`src/rf_pkg.sv`:
```
/*
 * register read subsystem package
 * shared sizes, register and slot types, the collector state encoding,
 * and the mapping from a unit operand to its selector slot
 */

package rf_pkg;

	// ==============================
	// sizes
	// ==============================
	localparam int NUM_UNITS    = 4;
	localparam int OPS_PER_UNIT = 3;
	localparam int NUM_SLOTS    = NUM_UNITS * OPS_PER_UNIT;
	localparam int NUM_RD_PORTS = 8;
	// one fixed port per unit, always carrying that unit's operand 0
	localparam int FIXED_PORTS  = NUM_UNITS;
	localparam int DYN_SLOTS    = NUM_SLOTS - FIXED_PORTS;
	localparam int NUM_REGS     = 32;

	// ==============================
	// types
	// ==============================
	// register zero doubles as "no operand"
	typedef logic [4:0]  aregno_t;
	typedef logic [31:0] reg_data_t;
	typedef logic [3:0]  slot_idx_t;

	typedef enum logic [2:0] {
		COLL_IDLE,
		COLL_REQ,
		COLL_ACK,
		COLL_DRAIN,
		COLL_DONE
	} coll_state_t;

	// operand 0 sits in the fixed slots, the rest follow two per unit
	function automatic int slot_of(input int unit, input int op);
		return (op == 0) ? unit : FIXED_PORTS + unit * 2 + (op - 1);
	endfunction

endpackage

```
`src/rf_operand_collector.sv`:
```
/*
 * operand collector
 * one per functional unit: latches up to three source registers on
 * issue, requests them in one-cycle windows, retries the ones that
 * were not granted, gathers the read data and pulses ready
 */

`timescale 1ns/1ps

module rf_operand_collector (
	input  logic                                        clk,
	input  logic                                        rst,
	input  logic                                        issue_i,
	input  rf_pkg::aregno_t   [rf_pkg::OPS_PER_UNIT-1:0] issue_reg_i,
	output logic                                        busy_o,
	output rf_pkg::aregno_t   [rf_pkg::OPS_PER_UNIT-1:0] req_reg_o,
	input  logic              [rf_pkg::OPS_PER_UNIT-1:0] ack_i,
	input  logic              [rf_pkg::OPS_PER_UNIT-1:0] data_valid_i,
	input  rf_pkg::reg_data_t [rf_pkg::OPS_PER_UNIT-1:0] data_i,
	output logic                                        ready_o,
	output rf_pkg::reg_data_t [rf_pkg::OPS_PER_UNIT-1:0] op_data_o
);
	import rf_pkg::*;

	coll_state_t                 state_q;
	aregno_t [OPS_PER_UNIT-1:0]  regs_q;
	// pend_q marks operands still waiting for a grant and coll_q those already in hand
	logic    [OPS_PER_UNIT-1:0]  pend_q;
	logic    [OPS_PER_UNIT-1:0]  coll_q;
	logic    [OPS_PER_UNIT-1:0]  nz_mask;
	logic    [OPS_PER_UNIT-1:0]  pend_left;

	always_comb begin
		for (int k = 0; k < OPS_PER_UNIT; k++) begin
			nz_mask[k] = (issue_reg_i[k] != '0);
		end
	end

	assign pend_left = pend_q & ~ack_i;

	// ==============================
	// state machine
	// ==============================
	always_ff @(posedge clk) begin
		if (rst) begin
			state_q <= COLL_IDLE;
			pend_q  <= '0;
			coll_q  <= '0;
		end else begin
			// data can land in any busy state, including a retry round
			if (state_q != COLL_IDLE) begin
				coll_q <= coll_q | data_valid_i;
			end
			case (state_q)
			COLL_IDLE: begin
				if (issue_i) begin
					pend_q  <= nz_mask;
					// zero operands count as collected right away
					coll_q  <= ~nz_mask;
					state_q <= (nz_mask == '0) ? COLL_DONE : COLL_REQ;
				end
			end
			COLL_REQ: state_q <= COLL_ACK;
			COLL_ACK: begin
				pend_q  <= pend_left;
				state_q <= (pend_left != '0) ? COLL_REQ : COLL_DRAIN;
			end
			// waits on the registered mask, so data seen this cycle is counted next
			COLL_DRAIN: if (&coll_q) state_q <= COLL_DONE;
			COLL_DONE: state_q <= COLL_IDLE;
			default: state_q <= COLL_IDLE;
			endcase
		end
	end

	// register numbers latch on issue and operand values as their read data lands
	always_ff @(posedge clk) begin
		if (state_q == COLL_IDLE && issue_i) begin
			regs_q    <= issue_reg_i;
			op_data_o <= '0;
		end else begin
			for (int k = 0; k < OPS_PER_UNIT; k++) begin
				if (data_valid_i[k]) op_data_o[k] <= data_i[k];
			end
		end
	end

	// requests go out only in the one-cycle REQ window, so a grant can
	// never be issued twice for the same outstanding operand
	always_comb begin
		for (int k = 0; k < OPS_PER_UNIT; k++) begin
			req_reg_o[k] = (state_q == COLL_REQ && pend_q[k]) ? regs_q[k] : '0;
		end
	end

	assign busy_o  = (state_q != COLL_IDLE);
	assign ready_o = (state_q == COLL_DONE);

	// the selector's registered ack lines up with the ACK state only
	a_ack_window: assert property (@(posedge clk) disable iff (rst)
		(|ack_i) |-> state_q == COLL_ACK);

endmodule

```
`config.mk`:
```
export PLATFORM = sky130hd
export DESIGN_NAME = rf_operand_collector
export DESIGN_NICKNAME = d
export VERILOG_FILES = /design/src/rf_pkg.sv /design/src/rf_operand_collector.sv
export SDC_FILE = /design/constraint.sdc
export NUM_CORES = 1
export LEC_CHECK = 0
export BUFFER_PORTS_ARGS = -buffer_cell sky130_fd_sc_hd__buf_4
export CORE_ASPECT_RATIO = 1.4
export CORE_MARGIN = 10
export CORE_UTILIZATION = 50
export CTS_BUF_LIST = sky130_fd_sc_hd__clkbuf_4
export DETAILED_ROUTE_END_ITERATION = 10
export GPL_ROUTABILITY_DRIVEN = 1
export HOLD_SLACK_MARGIN = 0.06
export PLACE_DENSITY = 0.86
export SYNTH_ARGS = -nofsm -noshare
export SYNTH_HDL_FRONTEND = slang
export SYNTH_SLANG_ARGS = --single-unit
```
`constraint.sdc`:
```
create_clock -name clk -period 2.5 [get_ports clk]
set_input_delay 0.25 -clock clk [delete_from_list [all_inputs] [get_ports clk]]
set_output_delay 0.25 -clock clk [all_outputs]
set_load 0.02 [all_outputs]
```
* After elaboration in Yosys (flattened, before gate mapping)
Cells that the tools add are included.
** Word-level totals
- Latch bits :: 0
- Bits in registers :: 120
- Bits of input ports :: 120
- Bits in writable memories :: 0
- Output and inout bits :: 113
- Memory bits (read-only) :: 0
- Memories :: 0
- Word-level logic and storage cells :: 47
** Cells by class
- Shift operators :: 0
- $add $sub $neg :: 0
- Bitwise logic cells :: 4
- Multiply operators :: 0
- Divide/modulo/power cells :: 0
- Multiplexer cells :: 13
- Equality and inequality tests :: 6
- Reduce and logical (&&, ||, !) cells :: 15
- Order comparisons :: 0
** Operators by type and width (number)
- 2-to-1 mux 3 bit :: 7
- 2-to-1 mux 5 bit :: 3
- nonzero test 5 bit :: 3
- one-hot mux 3 bit (4 select lines) :: 1
- equality test 3 x 2 -> 1 bit, second input constant :: 2
- logical NOT 3 bit :: 2
- inverter 3 bit :: 2
- one-hot mux 3 bit (2 select lines) :: 1
- nonzero test 3 bit :: 2
- logical AND 1 bit :: 4
- inequality test 2 bit, second input constant :: 2
- AND reduction 2 bit :: 2
- bitwise AND 3 bit :: 1
- equality test 3 x 1 -> 1 bit, second input constant :: 1
- equality test 3 bit, second input constant :: 1
- bitwise OR 3 bit :: 1
- AND reduction 3 bit :: 1
- 2-to-1 mux 2 bit :: 1
- nonzero test 2 bit :: 1

* Logic depth before layout (Yosys ltp)
- Word-level depth :: 5
- Depth in mapped cells :: 7

* Least setup slack after synthesis
Ideal clock, no wire load.
- Path kind :: reg-to-reg
- From :: register state_q[1]
- To :: register regs_q[0] (netlist name) (enable)
- Buffers on the path :: 3
- Library setup time :: 347 ps
- Stages on the path, launching flop included :: 6
- Clock period less this slack :: 1540 ps
- Slack :: 960 ps
- Required time :: 2153 ps
- Arrival time :: 1194 ps
- Path through :: dfxtp_1 > buf_6 > nor3_2 > and2_1 > buf_2 > buf_2
** Between the ends
- Cells in the longest elaborated chain, start to end :: 2
** Ends and longest elaborated chain
- start: declaration :: RTL line rf_operand_collector.sv:25 : coll_state_t state_q;
- start signal: assignment :: RTL line rf_operand_collector.sv:60 : state_q <= (nz_mask == '0) ? COLL_DONE : COLL_REQ;
- start signal: assignment :: RTL line rf_operand_collector.sv:66 : state_q <= (pend_left != '0) ? COLL_REQ : COLL_DRAIN;
- logical NOT 3 bit :: RTL line rf_operand_collector.sv:78 : if (state_q == COLL_IDLE && issue_i) begin
- logical AND 1 bit :: RTL line rf_operand_collector.sv:78
- end signal: assignment :: RTL line rf_operand_collector.sv:79 : regs_q <= issue_reg_i;
- end: declaration :: RTL line rf_operand_collector.sv:26 : aregno_t [OPS_PER_UNIT-1:0] regs_q;
No other way between the ends.
A chain may end at the register's enable or synchronous reset.

==> key figures <==
Drt
  • DRT Wirelength: 18000 um
  • Routed Antenna Nets: 0
  • Via/cell ratio: 5.21
  • Drt wl/cell: 20.8 um
  • Vias: 4523
  • DRC errors left: 0
  • First DRT Iteration DRCs: 263
  • Total iterations of the first detailed-routing run: 6

Run status
  • Run status: completed

Floorplanning
  • Row cnt: 40
  • Die ar.: 13100 um2
  • Die width: 99.5 um
  • Starting density of the core: 51.4%
  • Core box area: 8610 um2
  • Ports: 233
  • Die height: 131 um

Setup path
  • Critical Path Source Type: flop
  • Crit path kind: flop to output port
  • Crit. End Element: output port
  • Max FO, Critical Path: 15
  • Data required time of the critical path: 2.25 ns
  • Critical path arrival: 1.99 ns

Power
  • Power Dens Cells: 716 nW/um2
  • Sequential share of power: 45.4%
  • Psw: 1.81 mW
  • Switching part of the total: 33.4%
  • P_int: 3.60 mW
  • Gate power share: 30.8%
  • Leak Pwr: 3.78 nW
  • VDD IR max: 0.631 mV
  • Clk network pwr share: 23.9%

STA
  • Max Fclk: 0.447 GHz
  • Fin Setup TNS: 0 ns
  • Max Clock Skew: 0.0132 ns
  • Fin crit share: 89.5%
  • Final setup fails: 0
  • Hold Fails Final Rpt: 0
  • Slew @ Worst Pin: 0.570 ns
  • Hold Slack: 0.105 ns
  • Slew HR: 62.0%
  • Minimum clock period: 2.24 ns
  • Max-slew violation count: 0
  • RSZ-0062 raised after global routing: no

Clock network
  • CTS tree: yes
  • Root buffer cell: clkbuf_4
  • Clk sink count: 120
  • Cts bufs inserted: 17
  • Worst-Skew Late Latency: 0.52 ns
  • Clk pin slew, worst setup/hold paths: 0.09 ns
  • H-tree Lvls: 4
  • Post-CTS Resized: 0
  • Clk buf depth: 2

Global route
  • Aggregate global-route resource usage: 26.9%
  • Initial antenna violation count: 1
  • Vias in the first global route: 5091
  • GRT Residual Overflow: 0
  • First-pass GRT wire length: 27700 um
  • Largest net degree at the start of global routing: 60

Yosys
  • Mapped Area: 4430 um2
  • Synth Register Bits: 120
  • Yosys top cell by area: dfxtp_1
  • Synthesized instance count: 411
  • YS warnings: 0
  • Share of the synthesized area in the top cell type: 47.5%
  • Netlist cell types: 29
  • Syn nets: 531
  • Top post-synthesis cells by area: dfxtp_1 47%, mux2i_1 22%, edfxtp_1 10%
  • Syn Area/Cell: 10.8 um2
  • Post-synthesis sequential area ratio: 57.7%

Place
  • Routability cong.: 0.823
  • Hpwl dp: 10500 um
  • PortBufs: 232

Worst hold path
  • HP Class: input port to flop

Run
  • Max Cap Violations: 0

Layout
  • Commonest non-fill, non-tap cell in the layout: buf_4
  • Layout cell share with drive strength beyond 1: 35.2%
  • Final nets: 869
  • Most frequent cells in the layout: 233 x buf_4, 112 x dlygate4sd3_1, 105 x nor2_1, 105 x dfxtp_1, 96 x mux2i_1
  • Area growth from synthesis to layout: 70.6%
sequential cells by signal (all words and copies together), names as in the netlist:
| name | flops |
|---|---|
| coll_q | 3 |
| op_data_o | 96 |
| pend_q | 3 |
| state_q | 3 |
| regs_q | 15 |
cell families after synthesis:
family / count (synthesis) / synth area share (%)
buffers and inverters: 35 / 4.24
DFF: 120 / 57.7
AOI/OAI and AO/OA: 19 / 2.69
and+or+nand+nor: 141 / 13.7
muxes: 96 / 21.7
repair_timing:
action,4_1_cts,5_1_grt
endpoints found under the hold margin,119,0
hold buffers,112,0
setup buffers,0,0
stage by stage:
| step | total power, mW | instances | worst slack, ns | instance area [um2] | util [%] |
|---|---|---|---|---|---|
| after floorplan | 3.23 | 411 | 0.960 | 4430 | - |
| after global placement | 3.86 | 723 | 0.875 | 6170 | 71.7 |
| after detailed placement | 3.91 | 723 | 0.809 | 6170 | 71.7 |
| after CTS | 5.31 | 867 | 0.305 | 7550 | 87.7 |
| after global routing | 5.62 | 868 | 0.170 | 7550 | 87.7 |
| final | 5.41 | 868 | 0.263 | 7550 | 87.7 |
critical path: stages, from the launching register on:
cell	delay (ns)
dfxtp_1	0.50
and2b_2	0.27
and2_1	0.28
and3_1	0.26
buf_4	0.16
metal layers:
metal	GRT usage, %	vias to the layer above	part of all wire [%]
met5	0	-	0
met4	16.8	0	5.8
met3	10.4	73	8.6
met2	48.2	263	54
met1	24.4	2113	32
li1	-	2074	-
layout make-up:
cell class	count	area, um2
Timing Repair Buffer	346	2890
Clock inverter	13	111
Clock buffer	19	143
Multi-Input combinational cell	256	1690
Sequential cell	120	2550
Inverter	8	30.0
Antenna cell	1	2.50
Fill cell	398	1060
Tap cell	105	131
worst paths after layout:
path                           startpoint                    endpoint  slack [ns]  cells after the start
setup / recovery  state_q[1]$_SDFFE_PP0P_                req_reg_o[3]        0.26                      4
hold / removal                   ack_i[2]      pend_q[2]$_SDFFE_PP0P_        0.11                      4
setup reg to reg  state_q[0]$_SDFFE_PP0P_  op_data_o[11]$_SDFFE_PP0P_        0.70                      4
hold reg to reg      coll_q[2]$_SDFF_PP0_        coll_q[2]$_SDFF_PP0_        0.47                      2
cells in the mapped netlist (all sizes together):
| cell type | count |
|---|---|
| nand4 | 1 |
| dfxtp | 105 |
| a31oi | 1 |
| a222oi | 1 |
| a21oi | 4 |
| clkbuf | 4 |
| o41ai | 1 |
| a221oi | 3 |
| o21ai | 7 |
| and2 | 2 |
| nor2 | 105 |
| buf | 23 |
| inv | 8 |
| o22ai | 2 |
| nand2b | 1 |
| nand3 | 2 |
| nand2 | 7 |
| and2b | 1 |
| or3b | 1 |
| nor3 | 4 |
| mux2i | 96 |
| edfxtp | 15 |
| or4 | 1 |
| and3 | 15 |
| or2 | 1 |
power by group through the flow:
stage | logic (mW) | registers (mW) | clock network, mW
after global placement | 1.42 | 2.44 | 0
after floorplan | 0.498 | 2.73 | 0
after detailed placement | 1.46 | 2.46 | 0
final | 1.66 | 2.45 | 1.29
after global routing | 1.76 | 2.47 | 1.39
after CTS | 1.61 | 2.42 | 1.28
(Power assumes the default switching activity.)
