**src/rf_pkg.sv**
```systemverilog
/*
 * register read subsystem package
 * shared sizes, register and slot types, the collector state encoding,
 * and the mapping from a unit operand to its selector slot
 */

package rf_pkg;

	// ==============================
	// sizes
	// ==============================
	localparam int NUM_UNITS    = 4;
	localparam int OPS_PER_UNIT = 3;
	localparam int NUM_SLOTS    = NUM_UNITS * OPS_PER_UNIT;
	localparam int NUM_RD_PORTS = 8;
	// one fixed port per unit, always carrying that unit's operand 0
	localparam int FIXED_PORTS  = NUM_UNITS;
	localparam int DYN_SLOTS    = NUM_SLOTS - FIXED_PORTS;
	localparam int NUM_REGS     = 32;

	// ==============================
	// types
	// ==============================
	// register zero doubles as "no operand"
	typedef logic [4:0]  aregno_t;
	typedef logic [31:0] reg_data_t;
	typedef logic [3:0]  slot_idx_t;

	typedef enum logic [2:0] {
		COLL_IDLE,
		COLL_REQ,
		COLL_ACK,
		COLL_DRAIN,
		COLL_DONE
	} coll_state_t;

	// operand 0 sits in the fixed slots, the rest follow two per unit
	function automatic int slot_of(input int unit, input int op);
		return (op == 0) ? unit : FIXED_PORTS + unit * 2 + (op - 1);
	endfunction

endpackage

```
**src/rf_rotate_counter.sv**
```systemverilog
/*
 * rotate counter
 * gives the read-port selector a new starting slot every cycle so
 * that each dynamic slot gets first pick once every DYN_SLOTS cycles
 */

`timescale 1ns/1ps

module rf_rotate_counter (
	input  logic              clk,
	input  logic              rst,
	output rf_pkg::slot_idx_t rot_ptr_o
);
	import rf_pkg::*;

	// the pointer wraps back to zero after the last dynamic slot
	always_ff @(posedge clk) begin
		if (rst) begin
			rot_ptr_o <= '0;
		end else if (rot_ptr_o == slot_idx_t'(DYN_SLOTS - 1)) begin
			rot_ptr_o <= '0;
		end else begin
			rot_ptr_o <= rot_ptr_o + slot_idx_t'(1);
		end
	end

	// the selector indexes dynamic slots with this value, so it must stay in range
	a_ptr_range: assert property (@(posedge clk) disable iff (rst)
		rot_ptr_o < slot_idx_t'(DYN_SLOTS));

endmodule

```
**config.mk**
```make
export PLATFORM = sky130hd
export DESIGN_NAME = rf_rotate_counter
export DESIGN_NICKNAME = d
export VERILOG_FILES = /design/src/rf_pkg.sv /design/src/rf_rotate_counter.sv
export SDC_FILE = /design/constraint.sdc
export NUM_CORES = 1
export LEC_CHECK = 0
export ABC_CLOCK_PERIOD_IN_PS = 2540
export CORE_AREA = 4 4 41 43
export DETAILED_ROUTE_END_ITERATION = 12
export DIE_AREA = 0 0 45 47
export DONT_BUFFER_PORTS = 1
export PLACE_DENSITY = 0.34
export RECOVER_POWER = 50
export REMOVE_ABC_BUFFERS = 1
export SLEW_MARGIN = 25
export SYNTH_ARGS = -nofsm -noshare
export SYNTH_HDL_FRONTEND = slang
export SYNTH_SLANG_ARGS = --single-unit
```
**constraint.sdc**
```tcl
create_clock -name clk -period 2.54 [get_ports clk]
set_clock_uncertainty 0.05 [all_clocks]
set_input_delay 0.127 -clock clk [delete_from_list [all_inputs] [get_ports clk]]
set_output_delay 0.127 -clock clk [all_outputs]
set_load 0.1 [all_outputs]
```
=== Word level (Yosys, flattened, before mapping) ===
Cells that the tools add are included.

* Register bits: 4
* Output and inout port bits: 4
* Logic and storage cells: 4

* Add/sub/neg operators: 1
* Equality and inequality tests: 1
* Reduce and logical (&&, ||, !) cells: 1

{| class="wikitable"
|+ Operators with widths
! cell !! number
|-
| $add 4x1->4 const B || 1
|-
| $eq 4x3->1 const B || 1
|-
| $reduce_or 2->1 || 1
|}

=== Longest topological paths before layout ===
Gate-level depths: netlist of the first run.

* Depth in word-level cells: 2
* Gate-level depth with buffers: 3

=== Worst setup path before layout of the first run ===
Ideal clock, no wire load.

* Path type: flip-flop to flip-flop
* Start point: register rot_ptr_o[0]
* End point: register rot_ptr_o[3]
* Arrival: 1.644 ns
* Path slack: 0.722 ns
* Cell stages (with the launch flop): 4
* Buffers on the path: 0
* Path through: dfxtp_1 ha_1 nor3_1 mux2_1

* Cells in the longest elaborated chain, start to end: 2

{| class="wikitable"
|+ Ends and longest elaborated chain
! item !! line !! RTL
|-
| start, declared || rf_rotate_counter.sv:12 || <nowiki>output rf_pkg::slot_idx_t rot_ptr_o</nowiki>
|-
| start signal, assigned || rf_rotate_counter.sv:23 || <nowiki>rot_ptr_o <= rot_ptr_o + slot_idx_t'(1);</nowiki>
|-
| parallel branches: the longest is 2 deep, another holds $add 4x1->4 || - ||
|}

Several ways; the timed one is not identified.
A chain may end at the register's enable or synchronous reset.

=== Worst setup path after layout of the first run ===
* Start point: register rot_ptr_o[3]
* End point: register rot_ptr_o[1]

* Cells in the longest elaborated chain, start to end: 2

{| class="wikitable"
|+ Ends and longest elaborated chain
! item !! line !! RTL
|-
| $eq 4x3->1 || rf_rotate_counter.sv:20 || <nowiki>end else if (rot_ptr_o == slot_idx_t'(DYN_SLOTS - 1)) begin</nowiki>
|-
| $reduce_or 2->1 (no line) || - ||
|}

Every way passes these cells.

==> results.json, run 1 <==
{
  "drt-initial-drc-count": 2,
  "synth_top_family_by_area": "simple AND/OR/NAND/NOR gates",
  "vias": 127,
  "worstHoldPathCells": 2,
  "p_sw_share_pct": 32.3,
  "grt_pass1_vias": 141,
  "seqPwrFrac_pct": 36.5,
  "synthMuxAreaShare_pct": 7.26,
  "use_met3_pct": 6.51,
  "use_met1_pct": 4.52,
  "synth_area_per_cell_um2": 11.1,
  "ys_types": 10,
  "largest_register_ffs": 4,
  "cts_tree": "built",
  "drive_above_1_share_pct": 27.3,
  "ant_nets": 0,
  "area_growth_pct": 47.6,
  "synth_cells": 14,
  "net-switching-power_uw": 61.8,
  "clk_pin_slew_ps": 30,
  "routabilityCongestion": 0.621,
  "dpl_worst_slack_ps": 1170,
  "slew_headroom_pct": 16.7,
  "grt_pass1_wl_um": 627,
  "firstDrtPassIters": 2,
  "yosys.area_share.adder_pct": 8.06,
  "yosys.area_share.xor_xnor_pct": 5.65,
  "drv_cap": 0,
  "fp-row-count": 13,
  "cts.repair.resized": 0,
  "yosys-top-cells-area": "dfxtp_1, ha_1, mux2_1",
  "finalSetupTns_ps": 0,
  "hold_violations": 0,
  "min_period_ps": 1850,
  "syn-cell-area_um2": 155,
  "clock_sinks": 4,
  "ys.flop_type": "dfxtp_1",
  "cts_htree_levels": 1,
  "crit_fanout": 4,
  "gr-total-overflow": 0,
  "pwr-share-comb_pct": 24.6,
  "met2_usage_pct": 5.37,
  "ioPinCount": 6,
  "tightest_slew_ps": 1250,
  "p_per_area_nw_per_um2": 837,
  "dp_hpwl_um": 247,
  "yosys.area.top_type": "dfxtp_1",
  "clock_latency_ps": 230,
  "viasPerCell": 3.43,
  "p_leak_uw": 0.0000956,
  "timing.fmax_ghz": 0.540,
  "rsz0062_at_grt": "no",
  "critPathRequiredTime_ps": 2630,
  "crit_arrival_ps": 1940,
  "fillers": 161,
  "timing.final.ws_setup_ps": 687,
  "largestRegisters": "rot_ptr_o (4)",
  "yosys-top-cells-count": "dfxtp_1, nor3_1",
  "multiInputGateArea_um2": 75.1,
  "slowest_delay_ps": 910,
  "core_um2": 1300,
  "busiest_layer": "met3",
  "yosys.cell_count.top_type": "dfxtp_1",
  "cts_buffer_depth": 2,
  "port_buffers": 0,
  "drt-total-wl_um": 321,
  "seq_area_frac_synth_pct": 51.6,
  "fin_crit_sh_pct": 72.9,
  "synth_edf_count": 0,
  "die_w_um": 45,
  "clock-root-buffer": "clkbuf_4",
  "async_reset_ff_share_pct": 0,
  "outcome": "finished, final reports clean",
  "wire_per_inst_um": 8.68,
  "critical_path_class": "reg2reg",
  "end_kind": "flop",
  "postCtsHoldBufs": 1,
  "hold_class": "in2reg",
  "cp-start-kind": "flop",
  "post-cts-setup-buffers": 0,
  "intPower_uw": 130,
  "yosysWarningCount": 0,
  "register_area_um2": 80.1,
  "nets": 27,
  "synth_compound_area_share_pct": 0,
  "r2r_cells": 3,
  "antenna_found_initial": 0,
  "setup_viol": 0,
  "slew_violations": 0,
  "ys_seq_elements": 4,
  "initial_core_util_pct": 11.9,
  "pwr-share-clk_pct": 38.9,
  "synthSimpleGateAreaFrac_pct": 27.4,
  "yosys.area.top_type_share_pct": 51.6,
  "critPathSlowestCell": "clkbuf_1",
  "irDropWorstVdd_mv": 0.361,
  "track_usage_pct": 4.89,
  "grt_max_degree": 5,
  "path_cells": "clkbuf_1 > and3b_2 > nor3b_1",
  "drc_errors": 0,
  "fp.dieArea_um2": 2120,
  "antenna_cells": 0,
  "cts_buffers": 3,
  "die_h_um": 47,
  "largest_register": "rot_ptr_o"
}
area by class of cell:
class	instances	area share [%]
Timing Repair Buffer	5	14.2
Clock buffer	3	9.84
Sequential cell	4	35.0
Multi-Input combinational cell	10	32.8
Tap cell	15	8.20
per-layer routing:
metal / vias up / wire [um]
met3: 0 / 40
met1: 57 / 136
met4: 0 / 0
met5: - / 0
li1: 65 / -
met2: 5 / 144
worst paths after layout:
check | start | end | slack, ps
worst max-delay path | rot_ptr_o[3]$_SDFF_PP0_ | rot_ptr_o[1]$_SDFF_PP0_ | 690
worst min-delay path | rst | rot_ptr_o[3]$_SDFF_PP0_ | 100
worst max register to register | rot_ptr_o[3]$_SDFF_PP0_ | rot_ptr_o[1]$_SDFF_PP0_ | 690
worst min register to register | rot_ptr_o[0]$_SDFF_PP0_ | rot_ptr_o[0]$_SDFF_PP0_ | 430
per-stage QoR:
| stage | cells | cell area (um^2) | hold slack [ps] | utilization (%) | power [uW] |
|---|---|---|---|---|---|
| after floorplan | 14 | 155 | 149 | - | 109 |
| after global placement | 33 | 204 | 152 | 15.7 | 117 |
| after detailed placement | 33 | 204 | 153 | 15.7 | 118 |
| after CTS | 37 | 236 | 96.8 | 18.2 | 198 |
| after global routing | 37 | 229 | 119 | 17.6 | 205 |
| final | 37 | 229 | 101 | 17.6 | 192 |
placed cells by master, fill, tap and decap left out, drive strengths merged:
cell type,netlist,final
ha,1,1
xnor2,1,1
dlygate4sd3,0,1
dfxtp,4,4
buf,0,2
clkbuf,0,5
nor3b,1,1
nand3,1,1
nor2,1,1
mux2,1,1
nor3,2,2
and3b,1,1
nor2b,1,1
critical path, delay by kind of cell, from the launching register on:
family | cells | cell delay, ps
buf+inv | 1 | 910
flops | 1 | 290
simple gates | 2 | 500
power groups by stage:
| stage | combinational, uW | clock, uW | sequential [uW] |
|---|---|---|---|
| finish | 47.1 | 74.6 | 69.9 |
| CTS | 48.6 | 79.6 | 69.9 |
| detailed placement | 47.0 | 0 | 70.8 |
| global placement | 46.4 | 0 | 70.7 |
| floorplan | 6.56 | 0 | 102 |
| global route | 49.4 | 85.6 | 70.3 |
cells by family after synthesis:
family	after synthesis
adders and majority gates	1
and+or+nand+nor	7
DFF	4
xor gates and xnor gates	1
muxes	1
Power figures use the tool's default switching activity.
==> run 2: changes to the inputs <==
--- a/config.mk
+++ b/config.mk
@@ -5,7 +5,7 @@
 export SDC_FILE = /design/constraint.sdc
 export NUM_CORES = 1
 export LEC_CHECK = 0
-export ABC_CLOCK_PERIOD_IN_PS = 2540
+export ABC_CLOCK_PERIOD_IN_PS = 1900
 export CORE_AREA = 4 4 41 43
 export DETAILED_ROUTE_END_ITERATION = 12
 export DIE_AREA = 0 0 45 47
==> constraint.sdc (replaced) <==
create_clock -name clk -period 1.9 [get_ports clk]
set_clock_uncertainty 0.05 [all_clocks]
set_input_delay 0.095 -clock clk [delete_from_list [all_inputs] [get_ports clk]]
set_output_delay 0.095 -clock clk [all_outputs]
set_load 0.1 [all_outputs]
==> run 2 against run 1 <==
  * Cell area stayed put
  * Sequential share of layout area stayed put
  * Via count is 2.4% higher
  * Global-route usage is 0.15 points lower
  * Highest routed layer is now met4
==> results.json, run 2 (synthesis gave the netlist of run 1 again) <==
{
  "p_total_uw": 260,
  "ant_nets": 0,
  "clock_sinks": 4,
  "end_kind": "primary output",
  "slew_violations": 0,
  "vias": 130,
  "crit_fanout": 4,
  "largest_register_ffs": 4,
  "clock_latency_ps": 240,
  "antenna_found_initial": 0,
  "cts.repair.resized": 0,
  "finalSetupTns_ps": 0,
  "postCtsHoldBufs": 1,
  "cp_top_family": "buffers and inverters",
  "core_um2": 1300,
  "drc_errors": 0,
  "die_h_um": 47,
  "cts_tree": "built",
  "fp.dieArea_um2": 2120,
  "tightest_slew_ps": 541,
  "gr-total-overflow": 0,
  "drv_cap": 0,
  "fin_crit_sh_pct": 64.7,
  "rsz0062_at_grt": "no",
  "drt-total-wl_um": 329,
  "p_leak_uw": 0.000101,
  "r2r-start": "rot_ptr_o[0]$_SDFF_PP0_",
  "drt-initial-drc-count": 3,
  "largest_register": "rot_ptr_o",
  "timing.fmax_ghz": 0.814,
  "firstDrtPassIters": 2,
  "hold_slack_ps": 46.6,
  "setup_viol": 0,
  "track_usage_pct": 4.74,
  "grt_pass1_wl_um": 614,
  "layout_commonest_cell": "dfxtp_1",
  "min_period_ps": 1230,
  "final_core_util_pct": 17.6,
  "nets": 27,
  "min_from": "rst",
  "r2r-end": "rot_ptr_o[1]$_SDFF_PP0_",
  "dp_hpwl_um": 248,
  "hold_violations": 0,
  "fp-row-count": 13,
  "outcome": "finished, final reports clean",
  "largestRegisters": "rot_ptr_o (4)",
  "r2r_slack_ps": 790,
  "final_cell_mix": "dfxtp_1, clkbuf_4, clkbuf_2",
  "clk_pin_slew_ps": 40,
  "critPathSlowestCell": "clkbuf_2",
  "viasPerCell": 3.51,
  "hold_class": "in2reg",
  "hold-path-endpoint": "rot_ptr_o[3]$_SDFF_PP0_",
  "routabilityCongestion": 0.672,
  "area_growth_pct": 47.6,
  "ioPinCount": 6,
  "critPathRequiredTime_ps": 1750,
  "die_w_um": 45,
  "clock-root-buffer": "clkbuf_4",
  "p_per_area_nw_per_um2": 1130,
  "crit_arrival_ps": 1080,
  "cts_htree_levels": 1,
  "cts_buffers": 3,
  "irDropWorstVdd_mv": 0.381,
  "antenna_cells": 0,
  "r2r_cells": 3,
  "port_buffers": 0,
  "slowest_delay_ps": 480,
  "worstHoldPathCells": 2,
  "grt_max_degree": 5,
  "cts_buffer_depth": 2,
  "path_cells": "clkbuf_2",
  "cp-start-kind": "flop",
  "critical_path_buf_inv_count": 1,
  "initial_core_util_pct": 11.9,
  "drive_above_1_share_pct": 36.4,
  "critical_path_class": "reg2out",
  "slew_headroom_pct": 64.1,
  "post-cts-setup-buffers": 0,
  "grt_pass1_vias": 137,
  "wire_per_inst_um": 8.89
}
[run 2: changes by cell type in the layout (fill, tap and decap cells not counted)]
cell	before	now
buf_4	2	1
clkbuf_1	2	0
clkbuf_2	0	3
[run 2: layout make-up]
| class | instances | area, um^2 |
|---|---|---|
| tap | 15 | 18.8 |
| fill | 157 | 1070 |
| sequential | 4 | 80.1 |
| clock buffer | 3 | 22.5 |
| multi-input combinational | 10 | 75.1 |
| timing repair buffer | 5 | 32.5 |
[run 2: where the power goes]
group          internal [uW]  leakage [uW]  switching (uW)
sequential              90.2     0.0000329            5.30
clock                   70.6     0.0000138            34.2
combinational           11.8     0.0000547            47.6
[run 2: worst max path at each step]
stage                       startpoint                       to  cells past startpoint
2_1_floorplan  rot_ptr_o[0]$_SDFF_PP0_  rot_ptr_o[3]$_SDFF_PP0_                      3
3_3_place_gp   rot_ptr_o[0]$_SDFF_PP0_  rot_ptr_o[3]$_SDFF_PP0_                      3
3_5_place_dp   rot_ptr_o[0]$_SDFF_PP0_  rot_ptr_o[1]$_SDFF_PP0_                      3
4_1_cts        rot_ptr_o[0]$_SDFF_PP0_  rot_ptr_o[1]$_SDFF_PP0_                      3
5_1_grt        rot_ptr_o[2]$_SDFF_PP0_             rot_ptr_o[2]                      1
6_report       rot_ptr_o[2]$_SDFF_PP0_             rot_ptr_o[2]                      1
[run 2: per-stage QoR]
stage	cells	setup slack [ps]	instance area (um^2)
floorplan	14	82.3	155
global placement	33	816	204
detailed placement	33	796	204
CTS	37	779	236
global route	37	626	229
finish	37	671	229
[run 2: metal layers]
| metal | track usage (%) | part of all wire [%] | vias up |
|---|---|---|---|
| li1 | - | - | 67 |
| met1 | 4.54 | 45 | 56 |
| met2 | 5.37 | 41 | 5 |
| met3 | 3.45 | 11 | 2 |
| met4 | 7.02 | 1.8 | 0 |
| met5 | 0 | 0 | - |
